$ cat src/source/mbu_bus_pkg.sv
//////////////////////////////////////////////////////////////////////
// Memory bank unit, bus package
// Widths of the data and address buses the bank unit sits on, and the
// decode constants for the control unit addresses and the I/O window
//////////////////////////////////////////////////////////////////////

`default_nettype none

package mbu_bus_pkg;

   // One byte on IBUS, DB, AB or AEXT
   typedef logic [7:0] byte_t;

   // Bank register number
   typedef logic [2:0] reg_index_t;

   // Control unit read or write address
   typedef logic [4:0] micro_addr_t;

   // Size of the bank register file
   localparam int NUM_BANK_REGS = 8;

   //////////////////////////////////////////////////////////////////////
   // Control unit addresses
   //////////////////////////////////////////////////////////////////////

   // Bank register read and write over the IBUS
   localparam micro_addr_t ADDR_MBP = 5'b01100;

   // Top bits of the AR write range 00100 to 00111
   localparam logic [2:0] ADDR_AR_MBX_PREFIX = 3'b001;

   //////////////////////////////////////////////////////////////////////
   // I/O space
   //////////////////////////////////////////////////////////////////////

   // Window base, covers 0x08 to 0x0F with the system device selected
   localparam byte_t IO_MBR_BASE = 8'h08;

endpackage

`default_nettype wire

$ cat src/source/mbu_ctl_pkg.sv
//////////////////////////////////////////////////////////////////////
// Memory bank unit, control package
// Decoded strobes and the control word that drives the register file
// and the bus drivers
//////////////////////////////////////////////////////////////////////

`default_nettype none

package mbu_ctl_pkg;

   // Decoded requests from the control unit and the I/O bus
   typedef struct packed {
      logic read_mbp;
      logic write_mbp;
      logic write_ar_mbx;
      logic io_in;
      logic io_out;
   } mbu_strobes_t;

   // Where the register index comes from
   typedef enum logic [1:0] {
      SRC_ZERO,
      SRC_IR,
      SRC_WADDR,
      SRC_AB
   } index_src_t;

   // Control word, one per decoded cycle
   typedef struct packed {
      index_src_t index_src;
      logic       reg_write;
      // Write data from DB, else from IBUS
      logic       wdata_from_db;
      logic       drive_ibus;
      logic       drive_db;
      logic       drive_aext;
   } mbu_ctl_t;

   // Quiet bus, register file output still on AEXT
   localparam mbu_ctl_t CTL_IDLE = '{SRC_ZERO, 1'b0, 1'b0, 1'b0, 1'b0, 1'b1};

endpackage

`default_nettype wire

$ cat src/source/mbu_decode.sv
//////////////////////////////////////////////////////////////////////
// Memory bank unit, address decoder
// Compares the control unit read and write addresses and the I/O
// address against the bank unit codes and forms the five strobes
//////////////////////////////////////////////////////////////////////

`timescale 1ns/1ps
`default_nettype none

module mbu_decode (
   input  mbu_bus_pkg::micro_addr_t  raddr,
   input  mbu_bus_pkg::micro_addr_t  waddr,
   input  mbu_bus_pkg::byte_t        ab,
   input  logic                      sysdev,
   input  logic                      io_read,
   input  logic                      io_write,
   output mbu_ctl_pkg::mbu_strobes_t strobes
);

   import mbu_bus_pkg::*;

   // AB falls inside the register window
   logic io_window;

   // System device address in 0x08 to 0x0F
   // Low three AB bits pick the register, so only the top five are compared
   assign io_window = sysdev && (ab[7:3] == IO_MBR_BASE[7:3]);

   //////////////////////////////////////////////////////////////////////
   // Strobes
   //////////////////////////////////////////////////////////////////////

   always_comb begin
      strobes = '0;

      // Control unit read of the bank register
      strobes.read_mbp = (raddr == ADDR_MBP);

      // Control unit write of the bank register
      strobes.write_mbp = (waddr == ADDR_MBP);

      // Any of the four AR write codes
      strobes.write_ar_mbx = (waddr[4:2] == ADDR_AR_MBX_PREFIX);

      // IN and OUT instructions addressing the window
      strobes.io_in = io_window && io_read;
      strobes.io_out = io_window && io_write;
   end

endmodule

`default_nettype wire

$ cat src/source/mbu_control.sv
//////////////////////////////////////////////////////////////////////
// Memory bank unit, control logic
// Builds the control word from the strobes by priority, selects the
// register index and holds the unit enable flag
//////////////////////////////////////////////////////////////////////

`timescale 1ns/1ps
`default_nettype none

module mbu_control (
   input  logic                      clk,
   input  logic                      reset,
   input  mbu_ctl_pkg::mbu_strobes_t strobes,
   input  logic                      idxen,
   input  mbu_bus_pkg::reg_index_t   ir,
   input  mbu_bus_pkg::micro_addr_t  waddr,
   input  mbu_bus_pkg::byte_t        ab,
   output mbu_ctl_pkg::mbu_ctl_t     ctl,
   output mbu_bus_pkg::reg_index_t   index,
   output logic                      enabled
);

   import mbu_ctl_pkg::*;

   //////////////////////////////////////////////////////////////////////
   // Control word
   //////////////////////////////////////////////////////////////////////

   // Priority: OUT, IN, AR write, IBUS write, IBUS read
   always_comb begin
      ctl = CTL_IDLE;

      if (strobes.io_out) begin
         // OUT writes the register addressed by AB with DB data
         ctl.index_src = SRC_AB;
         ctl.reg_write = 1'b1;
         ctl.wdata_from_db = 1'b1;
      end else if (strobes.io_in) begin
         // IN puts the register addressed by AB on DB
         ctl.index_src = SRC_AB;
         ctl.drive_db = 1'b1;
      end else if (strobes.write_ar_mbx) begin
         // AR write, AEXT carries the register picked by waddr
         ctl.index_src = SRC_WADDR;
      end else if (strobes.write_mbp) begin
         ctl.index_src = idxen ? SRC_IR : SRC_ZERO;
         ctl.reg_write = 1'b1;
      end else if (strobes.read_mbp) begin
         ctl.index_src = idxen ? SRC_IR : SRC_ZERO;
      end

      // IBUS read rides along with any winner except IN
      // Keeps the IBUS and DB drivers apart
      ctl.drive_ibus = strobes.read_mbp && !ctl.drive_db;
   end

   //////////////////////////////////////////////////////////////////////
   // Index multiplexer
   //////////////////////////////////////////////////////////////////////

   always_comb begin
      unique case (ctl.index_src)
         SRC_ZERO:  index = '0;
         SRC_IR:    index = ir;
         // Only four AR write codes, upper index bit stays clear
         SRC_WADDR: index = {1'b0, waddr[1:0]};
         SRC_AB:    index = ab[2:0];
      endcase
   end

   //////////////////////////////////////////////////////////////////////
   // Enable flag
   //////////////////////////////////////////////////////////////////////

   // Cleared by reset, set by the first OUT to the window
   // Stays set until the next reset
   always_ff @(posedge clk) begin
      if (reset) begin
         enabled <= 1'b0;
      end else if (strobes.io_out) begin
         enabled <= 1'b1;
      end
   end

endmodule

`default_nettype wire

$ cat src/source/mbu_regfile.sv
//////////////////////////////////////////////////////////////////////
// Memory bank unit, register file
// Eight bank registers, one write port and one combinational read port
// Until the unit is enabled reads return the ROM/RAM default
//////////////////////////////////////////////////////////////////////

`timescale 1ns/1ps
`default_nettype none

module mbu_regfile (
   input  logic                    clk,
   input  mbu_bus_pkg::reg_index_t index,
   input  logic                    reg_write,
   input  mbu_bus_pkg::byte_t      wdata,
   input  logic                    enabled,
   input  logic                    rom_sel,
   output mbu_bus_pkg::byte_t      rdata
);

   import mbu_bus_pkg::*;

   // Bank registers, contents undefined after power up
   byte_t regs [NUM_BANK_REGS];

   // Write port
   always_ff @(posedge clk) begin
      if (reg_write) begin
         regs[index] <= wdata;
      end
   end

   //////////////////////////////////////////////////////////////////////
   // Read port
   //////////////////////////////////////////////////////////////////////

   // Disabled unit reads 0x80 or 0x00 from every register
   // so the machine boots from ROM when the switch says so
   always_comb begin
      if (enabled) begin
         rdata = regs[index];
      end else begin
         rdata = {rom_sel, 7'b0};
      end
   end

endmodule

`default_nettype wire

$ cat src/source/mbu.sv
//////////////////////////////////////////////////////////////////////
// Memory bank unit, top level
// Eight bank registers reached from the control unit over IBUS, from
// IN and OUT through I/O 0x08 to 0x0F, and driven onto AEXT for
// AR writes
//////////////////////////////////////////////////////////////////////

`timescale 1ns/1ps
`default_nettype none

module mbu (
   input  logic                     clk,
   input  logic                     reset,
   input  mbu_bus_pkg::micro_addr_t raddr,
   input  mbu_bus_pkg::micro_addr_t waddr,
   input  logic                     idxen,
   input  mbu_bus_pkg::reg_index_t  ir,
   input  mbu_bus_pkg::byte_t       ibus_in,
   input  mbu_bus_pkg::byte_t       ab,
   input  mbu_bus_pkg::byte_t       db_in,
   input  logic                     sysdev,
   input  logic                     io_read,
   input  logic                     io_write,
   input  logic                     rom_sel,
   output mbu_bus_pkg::byte_t       ibus_out,
   output logic                     ibus_drive,
   output mbu_bus_pkg::byte_t       db_out,
   output logic                     db_drive,
   output mbu_bus_pkg::byte_t       aext,
   output logic                     write_ar_mbx
);

   import mbu_bus_pkg::*;
   import mbu_ctl_pkg::*;

   mbu_strobes_t strobes;
   mbu_ctl_t     ctl;
   reg_index_t   index;
   logic         enabled;
   byte_t        wdata;
   byte_t        rdata;

   //////////////////////////////////////////////////////////////////////
   // Decode and control
   //////////////////////////////////////////////////////////////////////

   mbu_decode u_decode (
      .raddr    (raddr),
      .waddr    (waddr),
      .ab       (ab),
      .sysdev   (sysdev),
      .io_read  (io_read),
      .io_write (io_write),
      .strobes  (strobes)
   );

   mbu_control u_control (
      .clk     (clk),
      .reset   (reset),
      .strobes (strobes),
      .idxen   (idxen),
      .ir      (ir),
      .waddr   (waddr),
      .ab      (ab),
      .ctl     (ctl),
      .index   (index),
      .enabled (enabled)
   );

   // OUT takes data from DB, control unit writes from IBUS
   assign wdata = ctl.wdata_from_db ? db_in : ibus_in;

   mbu_regfile u_regfile (
      .clk       (clk),
      .index     (index),
      .reg_write (ctl.reg_write),
      .wdata     (wdata),
      .enabled   (enabled),
      .rom_sel   (rom_sel),
      .rdata     (rdata)
   );

   //////////////////////////////////////////////////////////////////////
   // Bus outputs
   //////////////////////////////////////////////////////////////////////

   // Both transceivers see the register file output
   assign ibus_out = rdata;
   assign db_out = rdata;
   assign ibus_drive = ctl.drive_ibus;
   assign db_drive = ctl.drive_db;

   // AEXT reads low when nothing drives it
   assign aext = ctl.drive_aext ? rdata : '0;

   // Convenience strobe for the AR
   assign write_ar_mbx = strobes.write_ar_mbx;

endmodule

`default_nettype wire

$ cat config.mk
export PLATFORM = sky130hd
export DESIGN_NAME = mbu
export DESIGN_NICKNAME = d
export VERILOG_FILES = /design/src/source/mbu_bus_pkg.sv /design/src/source/mbu_ctl_pkg.sv /design/src/source/mbu_decode.sv /design/src/source/mbu_control.sv /design/src/source/mbu_regfile.sv /design/src/source/mbu.sv
export SDC_FILE = /design/constraint.sdc
export NUM_CORES = 1
export LEC_CHECK = 0
export ABC_CLOCK_PERIOD_IN_PS = 3470
export BUFFER_PORTS_ARGS = -buffer_cell sky130_fd_sc_hd__buf_2
export CAP_MARGIN = 20
export CELL_PAD_IN_SITES_DETAIL_PLACEMENT = 0
export CELL_PAD_IN_SITES_GLOBAL_PLACEMENT = 1
export CORE_MARGIN = 2
export CORE_UTILIZATION = 46
export CTS_CLUSTER_DIAMETER = 200
export CTS_CLUSTER_SIZE = 24
export DETAILED_ROUTE_END_ITERATION = 6
export GPL_ROUTABILITY_DRIVEN = 0
export GPL_TIMING_DRIVEN = 0
export HOLD_SLACK_MARGIN = 0.08
export PLACE_DENSITY_LB_ADDON = 0.1
export REMOVE_ABC_BUFFERS = 1
export SYNTH_ARGS = -nofsm -noshare
export SYNTH_HDL_FRONTEND = slang
export SYNTH_SLANG_ARGS = --single-unit
$ cat constraint.sdc
create_clock -name clk -period 3.47 [get_ports clk]
set_input_delay 0 -clock clk [delete_from_list [all_inputs] [get_ports clk]]
set_output_delay 0 -clock clk [all_outputs]
set_load 0.02 [all_outputs]
==> results of run 1 <==
==> power groups by stage <==
stage / combinational (mW) / sequential, mW / clock (mW)
after global placement: 0.0920 / 0.884 / 0
after detailed placement: 0.0937 / 0.884 / 0
after global routing: 0.113 / 0.866 / 0.565
after floorplan: 0.0500 / 0.883 / 0
final: 0.103 / 0.867 / 0.524
after CTS: 0.103 / 0.867 / 0.528
==> final timing paths <==
check,startpoint,end,slack (ns),cells past startpoint
worst max-delay path,ab[7],aext[1],0.67,9
worst min-delay path,db_in[3],u_regfile.regs[4][3],0.08,2
worst max register to register,u_control.enabled,u_control.enabled,2.83,2
worst min register to register,u_control.enabled,u_control.enabled,0.55,2
==> per-stage QoR <==
step | area, µm² | TNS (ns) | total power [mW] | worst slack [ns] | instances
after floorplan | 2954 | -0.3200 | 0.9334 | -0.1067 | 225
after global placement | 3405 | 0 | 0.9755 | 0.2785 | 375
after global routing | 3660 | 0 | 1.545 | 0.4035 | 401
after detailed placement | 3405 | 0 | 0.9773 | 0.2523 | 375
after CTS | 3660 | 0 | 1.498 | 0.5916 | 401
final | 3660 | 0 | 1.493 | 0.6738 | 401
==> final cells by class <==
class | count | area [µm²]
inverters | 8 | 30.03
well taps | 80 | 100.1
repair buffers | 80 | 450.4
flip-flops and latches | 65 | 1942
multi-input cells | 152 | 982.2
fillers | 590 | 3022
clock inverters | 4 | 20.02
clock buffers | 12 | 135.1
==> what timing repair did <==
| item | in CTS | in global routing |
|---|---|---|
| buffers inserted | 0 | 0 |
| endpoints found under the hold margin | 23 | 0 |
| hold buffers | 10 | 0 |
| resized for setup | 0 | 0 |
==> registers in the layout (all words and copies together), names as in the netlist <==
| name | flops |
|---|---|
| u_control.enabled | 1 |
| u_regfile.regs | 64 |
==> cell families (layout without fill, tap and decap cells) <==
kind of cell	count (synthesis)	after routing
and+or+nand+nor	75	75
AOI/OAI and AO/OA	68	68
DFF	65	65
buffers and inverters	32	104
muxes	9	9
==> cells in the final DEF, fill, tap and decap left out, drive strengths merged, types with 8 or more instances in the layout <==
master	instances
buf	70
edfxtp	64
a21oi	41
nor2	14
nor4	13
nand2	12
clkbuf	12
dlygate4sd3	10
inv	8
mux2	8
==> metal layers <==
layer	vias to the layer above	wire length (µm)	GRT usage, %
li1	1090	-	-
met5	-	0	0
met2	63	3686	35.10
met1	1061	3263	27.27
met3	5	362	4.000
met4	0	38	5.256
==> impl_table.tex, run 1 <==
\begin{tabular}{lr}
\hline
Metric & Value \\
\hline
\multicolumn{2}{l}{\textbf{Worst setup path}} \\
\quad Largest stage delay, worst path & roughly 0.60 ns \\
\quad Max Fanout on Critical Path & 9 \\
\quad Series of cell instances along the critical path & buf\_2 -> or4b\_4 -> or3\_1 -> o211ai\_2 -> nand3\_1 -> nor4\_1 -> o21ai\_0 -> nand2\_1 -> buf\_2 \\
\quad Required time worst endpoint & roughly 3.5 ns \\
\quad Most Frequent Cell on Critical Path & sky130\_fd\_sc\_hd\_\_buf\_2 \\
\quad Cell family contributing the most delay on the critical path & simple AND/OR/NAND/NOR gates \\
\quad CP max stage cell & sky130\_fd\_sc\_hd\_\_nor4\_1 \\
\quad Worst path buffer plus inverter count & 2 \\
\quad Class of the most critical setup path & input pin to output pin \\
\quad Kind of launch point of the worst setup path & input pin \\
\quad Crit path arrival time & between 2 and 3 ns \\
\quad Kind of end point of the critical path & output pin \\
\multicolumn{2}{l}{\textbf{Timing}} \\
\quad Time the worst path needs with I/O delays and setup & $\sim$2.8 ns \\
\quad Fin. Hold Viols & 0 \\
\quad Worst-Margin Slew & slightly below 1 ns \\
\quad Hold Worst Slack & between 0.08 and 0.09 ns \\
\quad Share of the clock period used by the worst path after layout & around 81\% \\
\quad Tightest slew margin relative to the limit & a little over a third \\
\quad Final Setup Violations & 0 \\
\quad Final clock skew & 0 ns \\
\quad Max-slew violation total from the final report & 0 \\
\quad Maximum achievable frequency & $\sim$360 MHz \\
\quad RSZ-0062 raised after global routing & no \\
\multicolumn{2}{l}{\textbf{Synth}} \\
\quad Asr flop ratio synth & 0\% \\
\quad Mapped Cells & $\sim$250 \\
\quad Post-Synthesis Mean Instance Area & between 10 and 15 µm² \\
\quad Synth Flop Type & sky130\_fd\_sc\_hd\_\_edfxtp\_1 \\
\quad Most numerous cell types in the synthesized netlist & sky130\_fd\_sc\_hd\_\_edfxtp\_1 (64), sky130\_fd\_sc\_hd\_\_a21oi\_1 (37), sky130\_fd\_sc\_hd\_\_buf\_4 (17) \\
\quad Proportion of synthesized area in mux cells & 3.204\% \\
\quad Combined area of all synthesized cells & 3124 µm² \\
\quad Area share of xor/xnor cells in the synthesized design & 0\% \\
\quad Post-synthesis share of cell area spent on full adders, half adders and majority gates & 0\% \\
\quad Number of different library cells in the post-synthesis netlist & 47 \\
\quad Share of the synthesized area in the top cell type & between 60 and 70\% \\
\quad Cell types occupying the most area after synthesis & sky130\_fd\_sc\_hd\_\_edfxtp\_1 (62\%), sky130\_fd\_sc\_hd\_\_a21oi\_1 (5.9\%), sky130\_fd\_sc\_hd\_\_buf\_4 (4.1\%) \\
\quad Dominant combinational cell family by area after synthesis & simple AND/OR/NAND/NOR gates \\
\quad Post-synthesis sequential area ratio & 62.15\% \\
\quad Cell taking the most area after synthesis & sky130\_fd\_sc\_hd\_\_edfxtp\_1 \\
\quad Number of enable flip-flop cells after synthesis & between 60 and 70 \\
\quad Number of warnings printed during yosys synthesis & 0 \\
\quad Yosys reg bits & 65 \\
\quad Synthesized-area fraction occupied by ao, oa, aoi and oai cells & about 14\% \\
\quad Post-synthesis share of cell area spent on and, or, nand and nor gates & 14.38\% \\
\quad Library cell with the highest instance count after synthesis & sky130\_fd\_sc\_hd\_\_edfxtp\_1 \\
\multicolumn{2}{l}{\textbf{GRT}} \\
\quad Largest net degree at the start of global routing & 16 \\
\quad Via count of the first global-routing pass & about 2100 \\
\quad Total global routing overflow & 0 \\
\quad Global Route Usage Sum & 20.63\% \\
\quad Global-route wire length before repair & roughly 11 mm \\
\quad Number of antenna violations at the first check in global routing & 0 \\
\multicolumn{2}{l}{\textbf{Floorplan}} \\
\quad Overall die width & $\sim$86 µm \\
\quad Die height & $\sim$86 µm \\
\quad Effective utilization at floorplan & between 40\% and 50\% \\
\quad Cell row count & 30 \\
\quad Total Die Area & 7467 µm² \\
\quad Count of pins on the block boundary & slightly above 70 \\
\quad Core Footprint & 6681 µm² \\
\multicolumn{2}{l}{\textbf{Placement}} \\
\quad HPWL after DPL & 4.694 mm \\
\quad Count of input and output buffers & 70 \\
\multicolumn{2}{l}{\textbf{Clock tree}} \\
\quad Clock tree from TritonCTS & built \\
\quad Later-pin clock latency in the skew report & roughly 0.33 ns \\
\quad Clock tree sinks & 65 \\
\quad Maximum root-to-sink buffer count & 2 \\
\quad Clock transition at path regs & 0.07 ns \\
\quad Buffer cell driving the clock tree root & sky130\_fd\_sc\_hd\_\_clkbuf\_8 \\
\quad H-tree depth & 3 \\
\quad Inserted Clock Buffers & 9 \\
\multicolumn{2}{l}{\textbf{Route}} \\
\quad Count of antenna-violating nets left after detailed routing & 0 \\
\quad Average routed wire per standard cell & approximately 18 µm \\
\quad Mean number of vias per cell & approximately 5.5 \\
\quad Routed via count & between 2000 and 2500 \\
\quad Post-detailed-route DRC marker count & 0 \\
\quad Number of DRC markers in iteration 0 & around 220 \\
\quad Aggregate routed wire length & $\sim$7.4 mm \\
\quad Number of iterations in the first detailed-routing pass & 4 \\
\multicolumn{2}{l}{\textbf{Finish}} \\
\quad Fraction of layout instances using a drive strength above 1 & 32.40\% \\
\quad Final cell utilization of the core & a little over half \\
\quad Layout overhead on the synthesized area & 17.14\% \\
\quad Final-stage net count & 360 \\
\quad ANT cells & 0 \\
\multicolumn{2}{l}{\textbf{Power}} \\
\quad Internal power of the cells & roughly 1.2 mW \\
\quad Switching pwr & between 0.3 and 0.4 mW \\
\quad Clock share of power & 35.1\% \\
\quad Share of power burned in combinational logic & 6.9\% \\
\quad IR drop worst, VDD & 298.2 µV \\
\quad Power density over the cells & approximately 400 nW/µm² \\
\quad Switching part of the total & 21.75\% \\
\quad Proportion of power drawn by flip-flops and latches & between 50\% and 60\% \\
\quad Leakage & between 1 and 1.5 nW \\
\multicolumn{2}{l}{\textbf{Outcome}} \\
\quad Status & finished, final reports clean \\
\multicolumn{2}{l}{\textbf{Job}} \\
\quad Count of maximum capacitance violations & 0 \\
\multicolumn{2}{l}{\textbf{Hold path}} \\
\quad Class of the most critical hold timing path & input pin to flop \\
\hline
\end{tabular}
No activity file was read; power rests on OpenSTA's default activity.
==> inputs of run 2 (changes only) <==
ABC_CLOCK_PERIOD_IN_PS = 2200   (was 3470)
CORE_UTILIZATION = 39   (was 46)
clock period = 2.2 ns   (was 3.47 ns; I/O delays follow)
==> run 2 against run 1 <==
Against the previous run: the run now ends with negative setup slack left; clock skew unchanged; critical path type unchanged; register-to-register slack worse by 1.3 ns; largest cell class unchanged; final area up 27%; sequential share of layout area down 11 points.
==> impl_table.tex, run 2 (synthesis results as in run 1) <==
\begin{tabular}{lr}
\hline
Metric & Value \\
\hline
\multicolumn{2}{l}{\textbf{Clock tree}} \\
\quad Clock tree from TritonCTS & built \\
\quad H-tree depth & 3 (unchanged) \\
\quad Inserted Clock Buffers & 9 (unchanged) \\
\quad Clock tree sinks & 65 (unchanged) \\
\quad Clock transition at path regs & 0.07 ns (about the same) \\
\quad Maximum root-to-sink buffer count & 2 (unchanged) \\
\quad Later-pin clock latency in the skew report & 0.33 ns (about the same) \\
\quad Buffer cell driving the clock tree root & sky130\_fd\_sc\_hd\_\_clkbuf\_8 \\
\multicolumn{2}{l}{\textbf{Power}} \\
\quad Overall power of the completed layout & 2.548 mW (+71\%) \\
\quad Clock share of power & 37.7\% (+2.6 points) \\
\quad Share of power burned in combinational logic & 8.7\% (+1.8 points) \\
\quad Switching part of the total & 22.06\% (+0.31 points) \\
\quad Internal power of the cells & 1.986 mW (+70\%) \\
\quad IR drop worst, VDD & 477.1 µV (+60\%) \\
\quad Switching pwr & 0.5622 mW (+73\%) \\
\quad Proportion of power drawn by flip-flops and latches & 53.7\% (-4.3 points) \\
\quad Power density over the cells & 548.0 nW/µm² (+34\%) \\
\quad Leakage & 1.688 nW (+21\%) \\
\multicolumn{2}{l}{\textbf{Hold path}} \\
\quad Start point of the worst hold path & ibus\_in[0] \\
\quad Worst Hold Depth & 2 (unchanged) \\
\quad Class of the most critical hold timing path & input pin to flop \\
\multicolumn{2}{l}{\textbf{Finish}} \\
\quad Leading cell types in the layout, fill and taps excluded & sky130\_fd\_sc\_hd\_\_edfxtp\_1 (64), sky130\_fd\_sc\_hd\_\_buf\_2 (52), sky130\_fd\_sc\_hd\_\_buf\_4 (39), sky130\_fd\_sc\_hd\_\_a21oi\_1 (28), sky130\_fd\_sc\_hd\_\_dlygate4sd3\_1 (13) \\
\quad Leading cell type in the layout, fill and taps excluded & sky130\_fd\_sc\_hd\_\_edfxtp\_1 \\
\quad Max FFs per register & 64 (unchanged) \\
\quad ANT cells & 0 (unchanged) \\
\quad Fillcell total & 625 (+5.9\%) \\
\quad Post-layout instance count excluding filler cells & 469 (+17\%) \\
\quad Register name with the most flops & u\_regfile.regs \\
\quad Multi-input logic area & 1390 µm² (+42\%) \\
\quad Combined flip-flop and latch cell area & 1942 µm² (unchanged) \\
\quad Top Registers & u\_regfile.regs: 64 flops, u\_control.enabled: 1 flops \\
\quad Final-stage net count & 406 (+13\%) \\
\quad Layout overhead on the synthesized area & 48.82\% \\
\quad Fraction of layout instances using a drive strength above 1 & 53.13\% (+21 points) \\
\multicolumn{2}{l}{\textbf{Worst setup path}} \\
\quad Cell depth of the worst setup path & 9 (unchanged) \\
\quad Crit path arrival time & 2.34 ns (-0.46 ns) \\
\quad Register-to-Register Setup Slack & 1.50 ns (-1.33 ns) \\
\quad Class of the most critical setup path & input pin to output pin \\
\quad CP max stage cell & sky130\_fd\_sc\_hd\_\_or4b\_4 \\
\quad Most Frequent Cell on Critical Path & sky130\_fd\_sc\_hd\_\_buf\_4 \\
\quad Worst R2R Start & u\_control.enabled \\
\quad Cells on worst reg2reg path & 2 (unchanged) \\
\quad CP Launch Point & ab[5] \\
\quad Required time worst endpoint & 2.20 ns (-1.27 ns) \\
\quad Kind of launch point of the worst setup path & input pin \\
\quad Critical register-to-register path endpoint & u\_control.enabled \\
\quad Kind of end point of the critical path & output pin \\
\quad Worst path buffer plus inverter count & 3 (+1) \\
\quad Cell family contributing the most delay on the critical path & simple AND/OR/NAND/NOR gates \\
\quad Max Fanout on Critical Path & 6 (-3) \\
\quad Capturing instance or port of the critical path & aext[4] \\
\quad Largest stage delay, worst path & 0.57 ns (-0.03 ns) \\
\quad Series of cell instances along the critical path & buf\_6 -> or4b\_4 -> or3\_4 -> o211ai\_4 -> nand3\_4 -> buf\_4 -> or4\_4 -> o41ai\_4 -> buf\_4 \\
\multicolumn{2}{l}{\textbf{Outcome}} \\
\quad Status & finished, violations left \\
\quad Violated checks & negative setup slack \\
\multicolumn{2}{l}{\textbf{Route}} \\
\quad Number of iterations in the first detailed-routing pass & 4 (unchanged) \\
\quad Aggregate routed wire length & 8.907 mm (+21\%) \\
\quad Met1 wire length & 3.772 mm (+16\%) \\
\quad Post-detailed-route DRC marker count & 0 (unchanged) \\
\quad Top Layer Used & met4 \\
\quad DR WL met2 & 4.523 mm (+23\%) \\
\quad Routed via count & 2519 (+14\%) \\
\quad Average routed wire per standard cell & 18.99 µm (+3.6\%) \\
\quad Mean number of vias per cell & 5.371 (-2.9\%) \\
\quad Count of antenna-violating nets left after detailed routing & 0 (unchanged) \\
\quad Number of DRC markers in iteration 0 & 166 (-24\%) \\
\quad Routed met3 length & 516 µm (+43\%) \\
\multicolumn{2}{l}{\textbf{Placement}} \\
\quad Count of input and output buffers & 70 (unchanged) \\
\quad \# placed instances & 397 (+5.9\%) \\
\quad Post-placement setup slack & -1.013 ns (-1.265 ns) \\
\quad HPWL after DPL & 4.808 mm (+2.4\%) \\
\multicolumn{2}{l}{\textbf{GRT}} \\
\quad Via count of the first global-routing pass & 2450 (+17\%) \\
\quad Number of antenna violations at the first check in global routing & 0 (unchanged) \\
\quad Global Route Usage Sum & 21.26\% (+0.64 points) \\
\quad Total global routing overflow & 0 (unchanged) \\
\quad Global-route wire length before repair & 13.51 mm (+20\%) \\
\quad Largest net degree at the start of global routing & 14 (-2) \\
\multicolumn{2}{l}{\textbf{Timing}} \\
\quad RSZ-0062 raised after global routing & yes \\
\quad Time the worst path needs with I/O delays and setup & around 2.3 ns \\
\quad Worst Slack Setup Final & -0.1423 ns (-0.8160 ns) \\
\quad Fin. Hold Viols & 0 (unchanged) \\
\quad Max-slew violation total from the final report & 0 (unchanged) \\
\quad Tightest slew margin relative to the limit & 49.83\% (+15 points) \\
\quad Final clock skew & 0 ns (unchanged) \\
\quad Final Setup Violations & 51 (+51) \\
\quad Setup TNS & -2.192 ns (-2.192 ns) \\
\quad Worst-Margin Slew & 0.7444 ns (-0.2257 ns) \\
\quad Maximum achievable frequency & 426.9 MHz \\
\quad Share of the clock period used by the worst path after layout & 106.5\% \\
\multicolumn{2}{l}{\textbf{Floorplan}} \\
\quad Cell row count & 32 (+6.7\%) \\
\quad Total Die Area & 8743 µm² (+17\%) \\
\quad Effective utilization at floorplan & 40.43\% (-6.3 points) \\
\quad Die height & 93.51 µm (+8.2\%) \\
\quad Count of pins on the block boundary & 71 (unchanged) \\
\quad Overall die width & 93.51 µm (+8.2\%) \\
\quad Core Footprint & 7727 µm² (+16\%) \\
\multicolumn{2}{l}{\textbf{Job}} \\
\quad Count of maximum capacitance violations & 0 (unchanged) \\
\hline
\end{tabular}
[run 2: changes by cell type in the layout (fill, tap and decap cells not counted), moves of 7 or more]
cell,delta
sky130_fd_sc_hd__buf_2,-18
sky130_fd_sc_hd__a21oi_1,-9
sky130_fd_sc_hd__a21oi_2,+7
sky130_fd_sc_hd__nor2_1,-9
sky130_fd_sc_hd__nor4_1,-12
sky130_fd_sc_hd__buf_4,+39
sky130_fd_sc_hd__nor4_4,+8
sky130_fd_sc_hd__buf_12,+7
sky130_fd_sc_hd__nor2_4,+8
sky130_fd_sc_hd__buf_6,+12
[run 2: routing by layer]
| metal | track usage, % | up-vias |
|---|---|---|
| li1 | - | 1184 |
| met1 | 27.75 | 1240 |
| met3 | 3.626 | 8 |
| met5 | 0 | - |
| met4 | 6.863 | 0 |
| met2 | 36.09 | 87 |
[run 2: final cells by class]
class	instances	area share (%)
timing repair buffer	124	20.94
clock buffer	10	2.745
clock inverter	6	1.265
sequential	65	41.77
inverter	8	0.6459
tap	102	2.745
multi-input combinational	154	29.90
[run 2: timing repair]
action,in CTS,in global routing
setup endpoints to repair,88,107
gates cloned,2,0
pin swaps,24,23
hold buffers,15,0
endpoints found under the hold margin,49,0
gates resized for setup,90,20
setup buffers,27,14
[run 2: power groups by stage]
stage          clock [mW]  combinational (mW)  sequential (mW)
2_1_floorplan           0              0.0789             1.39
3_3_place_gp            0               0.147             1.39
3_5_place_dp            0               0.149             1.39
4_1_cts             0.978               0.210             1.37
5_1_grt              1.03               0.240             1.37
6_report            0.960               0.221             1.37
[run 2: worst min path at each step]
stage,endpoint,slack [ns]
finish,u_regfile.regs[2][0],0.08
global route,u_regfile.regs[5][7],0.10
CTS,u_regfile.regs[5][7],0.08
detailed placement,u_control.enabled,0.16
global placement,u_control.enabled,0.16
floorplan,u_control.enabled,0.07
[run 2: metrics by stage]
stage                     utilization [%]  instance area, µm²  hold slack (ns)
after global routing                60.17                4649           0.1027
after CTS                           57.30                4428          0.08167
after global placement              44.41                3432           0.1575
final                               60.17                4649          0.08205
after floorplan                         -                2954          0.06907
after detailed placement            44.41                3432           0.1604
==> inputs of run 3 (changes only) <==
BUFFER_PORTS_ARGS = not set   (was -buffer_cell sky130_fd_sc_hd__buf_2)
CORE_UTILIZATION = 45   (was 39)
DONT_BUFFER_PORTS = 1   (was not set)
SLEW_MARGIN = 25   (was not set)
==> run 3 against run 2 <==
Against the previous run: the run still ends with negative setup slack left; sequential power barely moved; global-route usage rose by 0.69 points; final cell count fell by 22%; worst hold slack improved by 0.0068 ns; combinational power fell by 16%; clock-buffer cell count rose by 1; first-iteration DRC count fell by 23%; die area fell by 13%; critical path type unchanged; critical endpoint unchanged.
==> impl_table.tex, run 3 (synthesis results as in run 1) <==
\begin{tabular}{lr}
\hline
Metric & Value \\
\hline
\multicolumn{2}{l}{\textbf{Outcome}} \\
\quad Status & finished, violations left \\
\quad Violated checks & negative setup slack \\
\multicolumn{2}{l}{\textbf{Finish}} \\
\quad Leading cell type in the layout, fill and taps excluded & sky130\_fd\_sc\_hd\_\_edfxtp\_1 \\
\quad ANT cells & 0 (unchanged) \\
\quad Fraction of layout instances using a drive strength above 1 & 43.75\% (-9.4 points) \\
\quad Final cell utilization of the core & 62.80\% (+2.6 points) \\
\quad Layout overhead on the synthesized area & 35.80\% \\
\quad Top Registers & u\_regfile.regs: 64 flops, u\_control.enabled: 1 flops \\
\quad Fillcell total & 501 (-20\%) \\
\quad Register name with the most flops & u\_regfile.regs \\
\quad Post-layout instance area & 4243 µm² (-8.7\%) \\
\quad Max FFs per register & 64 (unchanged) \\
\quad Post-layout instance count excluding filler cells & 368 (-22\%) \\
\quad Leading cell types in the layout, fill and taps excluded & sky130\_fd\_sc\_hd\_\_edfxtp\_1 (64), sky130\_fd\_sc\_hd\_\_a21oi\_1 (30), sky130\_fd\_sc\_hd\_\_dlygate4sd3\_1 (18), sky130\_fd\_sc\_hd\_\_buf\_4 (13), sky130\_fd\_sc\_hd\_\_buf\_6 (10) \\
\quad Final-stage net count & 327 (-19\%) \\
\multicolumn{2}{l}{\textbf{Timing}} \\
\quad Tightest slew margin relative to the limit & 35.88\% (-14 points) \\
\quad Share of the clock period used by the worst path after layout & 108.1\% (+1.6 points) \\
\quad Worst Slack Setup Final & -0.1776 ns (-0.03539 ns) \\
\quad Maximum achievable frequency & 420.6 MHz (-1.5\%) \\
\quad Time the worst path needs with I/O delays and setup & 2.378 ns (+0.03538 ns) \\
\quad Fin. Hold Viols & 0 (unchanged) \\
\quad Worst-Margin Slew & 0.9484 ns (+0.2040 ns) \\
\quad Max-slew violation total from the final report & 0 (unchanged) \\
\quad RSZ-0062 raised after global routing & yes \\
\quad Final clock skew & 0 ns (unchanged) \\
\quad Final Setup Violations & 44 (-14\%) \\
\multicolumn{2}{l}{\textbf{Clock tree}} \\
\quad Buffer cell driving the clock tree root & sky130\_fd\_sc\_hd\_\_clkbuf\_8 \\
\quad H-tree depth & 3 (unchanged) \\
\quad Inserted Clock Buffers & 9 (unchanged) \\
\quad Clock tree sinks & 65 (unchanged) \\
\quad Later-pin clock latency in the skew report & 0.33 ns (about the same) \\
\quad Clock tree from TritonCTS & built \\
\quad Maximum root-to-sink buffer count & 2 (unchanged) \\
\multicolumn{2}{l}{\textbf{Floorplan}} \\
\quad Die height & 87.33 µm (-6.6\%) \\
\quad Total Die Area & 7626 µm² (-13\%) \\
\quad Count of pins on the block boundary & 71 (unchanged) \\
\quad Cell row count & 30 (-6.3\%) \\
\quad Core Footprint & 6756 µm² (-13\%) \\
\quad Overall die width & 87.33 µm (-6.6\%) \\
\quad Effective utilization at floorplan & 46.24\% (+5.8 points) \\
\multicolumn{2}{l}{\textbf{Route}} \\
\quad Aggregate routed wire length & 7.953 mm (-11\%) \\
\quad Average routed wire per standard cell & 21.61 µm (+14\%) \\
\quad Count of antenna-violating nets left after detailed routing & 0 (unchanged) \\
\quad Post-detailed-route DRC marker count & 0 (unchanged) \\
\quad Routed via count & 2191 (-13\%) \\
\quad Number of DRC markers in iteration 0 & 127 (-23\%) \\
\quad Number of iterations in the first detailed-routing pass & 4 (unchanged) \\
\quad Mean number of vias per cell & 5.954 (+11\%) \\
\multicolumn{2}{l}{\textbf{Placement}} \\
\quad Post-placement setup slack & -0.9167 ns (+0.09642 ns) \\
\quad Count of input and output buffers & 0 (-100\%) \\
\quad Post-Place Cell Area & 3075 µm² (-10\%) \\
\quad \# placed instances & 306 (-23\%) \\
\quad HPWL after DPL & 4.590 mm (-4.5\%) \\
\multicolumn{2}{l}{\textbf{Job}} \\
\quad Count of maximum capacitance violations & 0 (unchanged) \\
\multicolumn{2}{l}{\textbf{Power}} \\
\quad Overall power of the completed layout & 2.521 mW (-1.0\%) \\
\quad Leakage & 1.346 nW (-20\%) \\
\quad IR drop worst, VDD & 663.5 µV (+39\%) \\
\quad Power density over the cells & 594.3 nW/µm² (+8.4\%) \\
\multicolumn{2}{l}{\textbf{Worst setup path}} \\
\quad Required time worst endpoint & 2.20 ns (about the same) \\
\quad Worst R2R Start & u\_control.enabled \\
\quad Class of the most critical setup path & input pin to output pin \\
\quad Crit path arrival time & 2.38 ns (+0.04 ns) \\
\quad Kind of launch point of the worst setup path & input pin \\
\quad CP Launch Point & ab[5] \\
\quad Max Fanout on Critical Path & 6 (unchanged) \\
\quad Kind of end point of the critical path & output pin \\
\multicolumn{2}{l}{\textbf{GRT}} \\
\quad Via count of the first global-routing pass & 2268 (-7.4\%) \\
\quad Total global routing overflow & 0 (unchanged) \\
\quad Number of antenna violations at the first check in global routing & 0 (unchanged) \\
\quad Largest net degree at the start of global routing & 14 (unchanged) \\
\quad Global Route Usage Sum & 21.95\% (+0.69 points) \\
\quad Global-route wire length before repair & 12.11 mm (-10\%) \\
\multicolumn{2}{l}{\textbf{Hold path}} \\
\quad Class of the most critical hold timing path & input pin to output pin \\
\quad Start point of the worst hold path & raddr[4] \\
\hline
\end{tabular}
-- run 3: metrics by stage --
stage               hold WS, ns  TNS [ns]
floorplan               0.06907    -8.409
CTS                     0.09109    -2.917
global route            0.09208    -8.267
detailed placement      0.06850    -61.39
global placement        0.07015    -62.72
finish                  0.08885    -1.923
-- run 3: critical path: stages --
cell and delay, ns:
sky130_fd_sc_hd__or4b_4 0.53, sky130_fd_sc_hd__or3_4 0.44, sky130_fd_sc_hd__buf_12 0.15, sky130_fd_sc_hd__o211ai_4 0.12, sky130_fd_sc_hd__and2_4 0.23, sky130_fd_sc_hd__o22ai_2 0.06, sky130_fd_sc_hd__or4_4 0.50, sky130_fd_sc_hd__o41ai_4 0.11
sky130_fd_sc_hd__buf_6 0.22
-- run 3: cell type report --
type                            instances  area (µm²)  area share (%)
Clock buffer                           11       131.4           3.096
Clock inverter                          5       56.30           1.327
Inverter                                8       30.03          0.7078
Multi-Input combinational cell        152        1488           35.06
Sequential cell                        65        1942           45.77
Tap cell                               80       100.1           2.359
Timing Repair Buffer                   47       495.5           11.68
-- run 3: path summary, 6_finish.rpt --
path,endpoint,slack (ns),cells past startpoint
worst max-delay path,aext[4],-0.18,9
worst min-delay path,ibus_drive,0.09,1
worst max register to register,u_control.enabled,1.50,2
worst min register to register,u_control.enabled,0.60,2
-- run 3: power by group --
part,leakage (nW),internal (mW),switching [mW]
clock network,0.0933,0.522,0.445
logic,0.669,0.0867,0.0996
registers,0.584,1.37,0.00295
total,1.35,1.97,0.548
-- run 3: routing by layer --
layer / track usage [%] / share of wire [%] / routed length (µm) / vias up
met5: 0 / 0 / 0 / -
met4: 8.392 / 1.9 / 149 / 0
met3: 3.507 / 5.3 / 421 / 14
met2: 38.22 / 52 / 4127 / 66
met1: 27.33 / 41 / 3255 / 1085
li1: - / - / - / 1026
-- run 3: what timing repair did --
item	4_1_cts	5_1_grt
hold buffers	18	0
pin swaps	29	24
setup endpoints to repair	88	97
buffers inserted	20	8
resized for setup	78	39
endpoints found under the hold margin	66	0
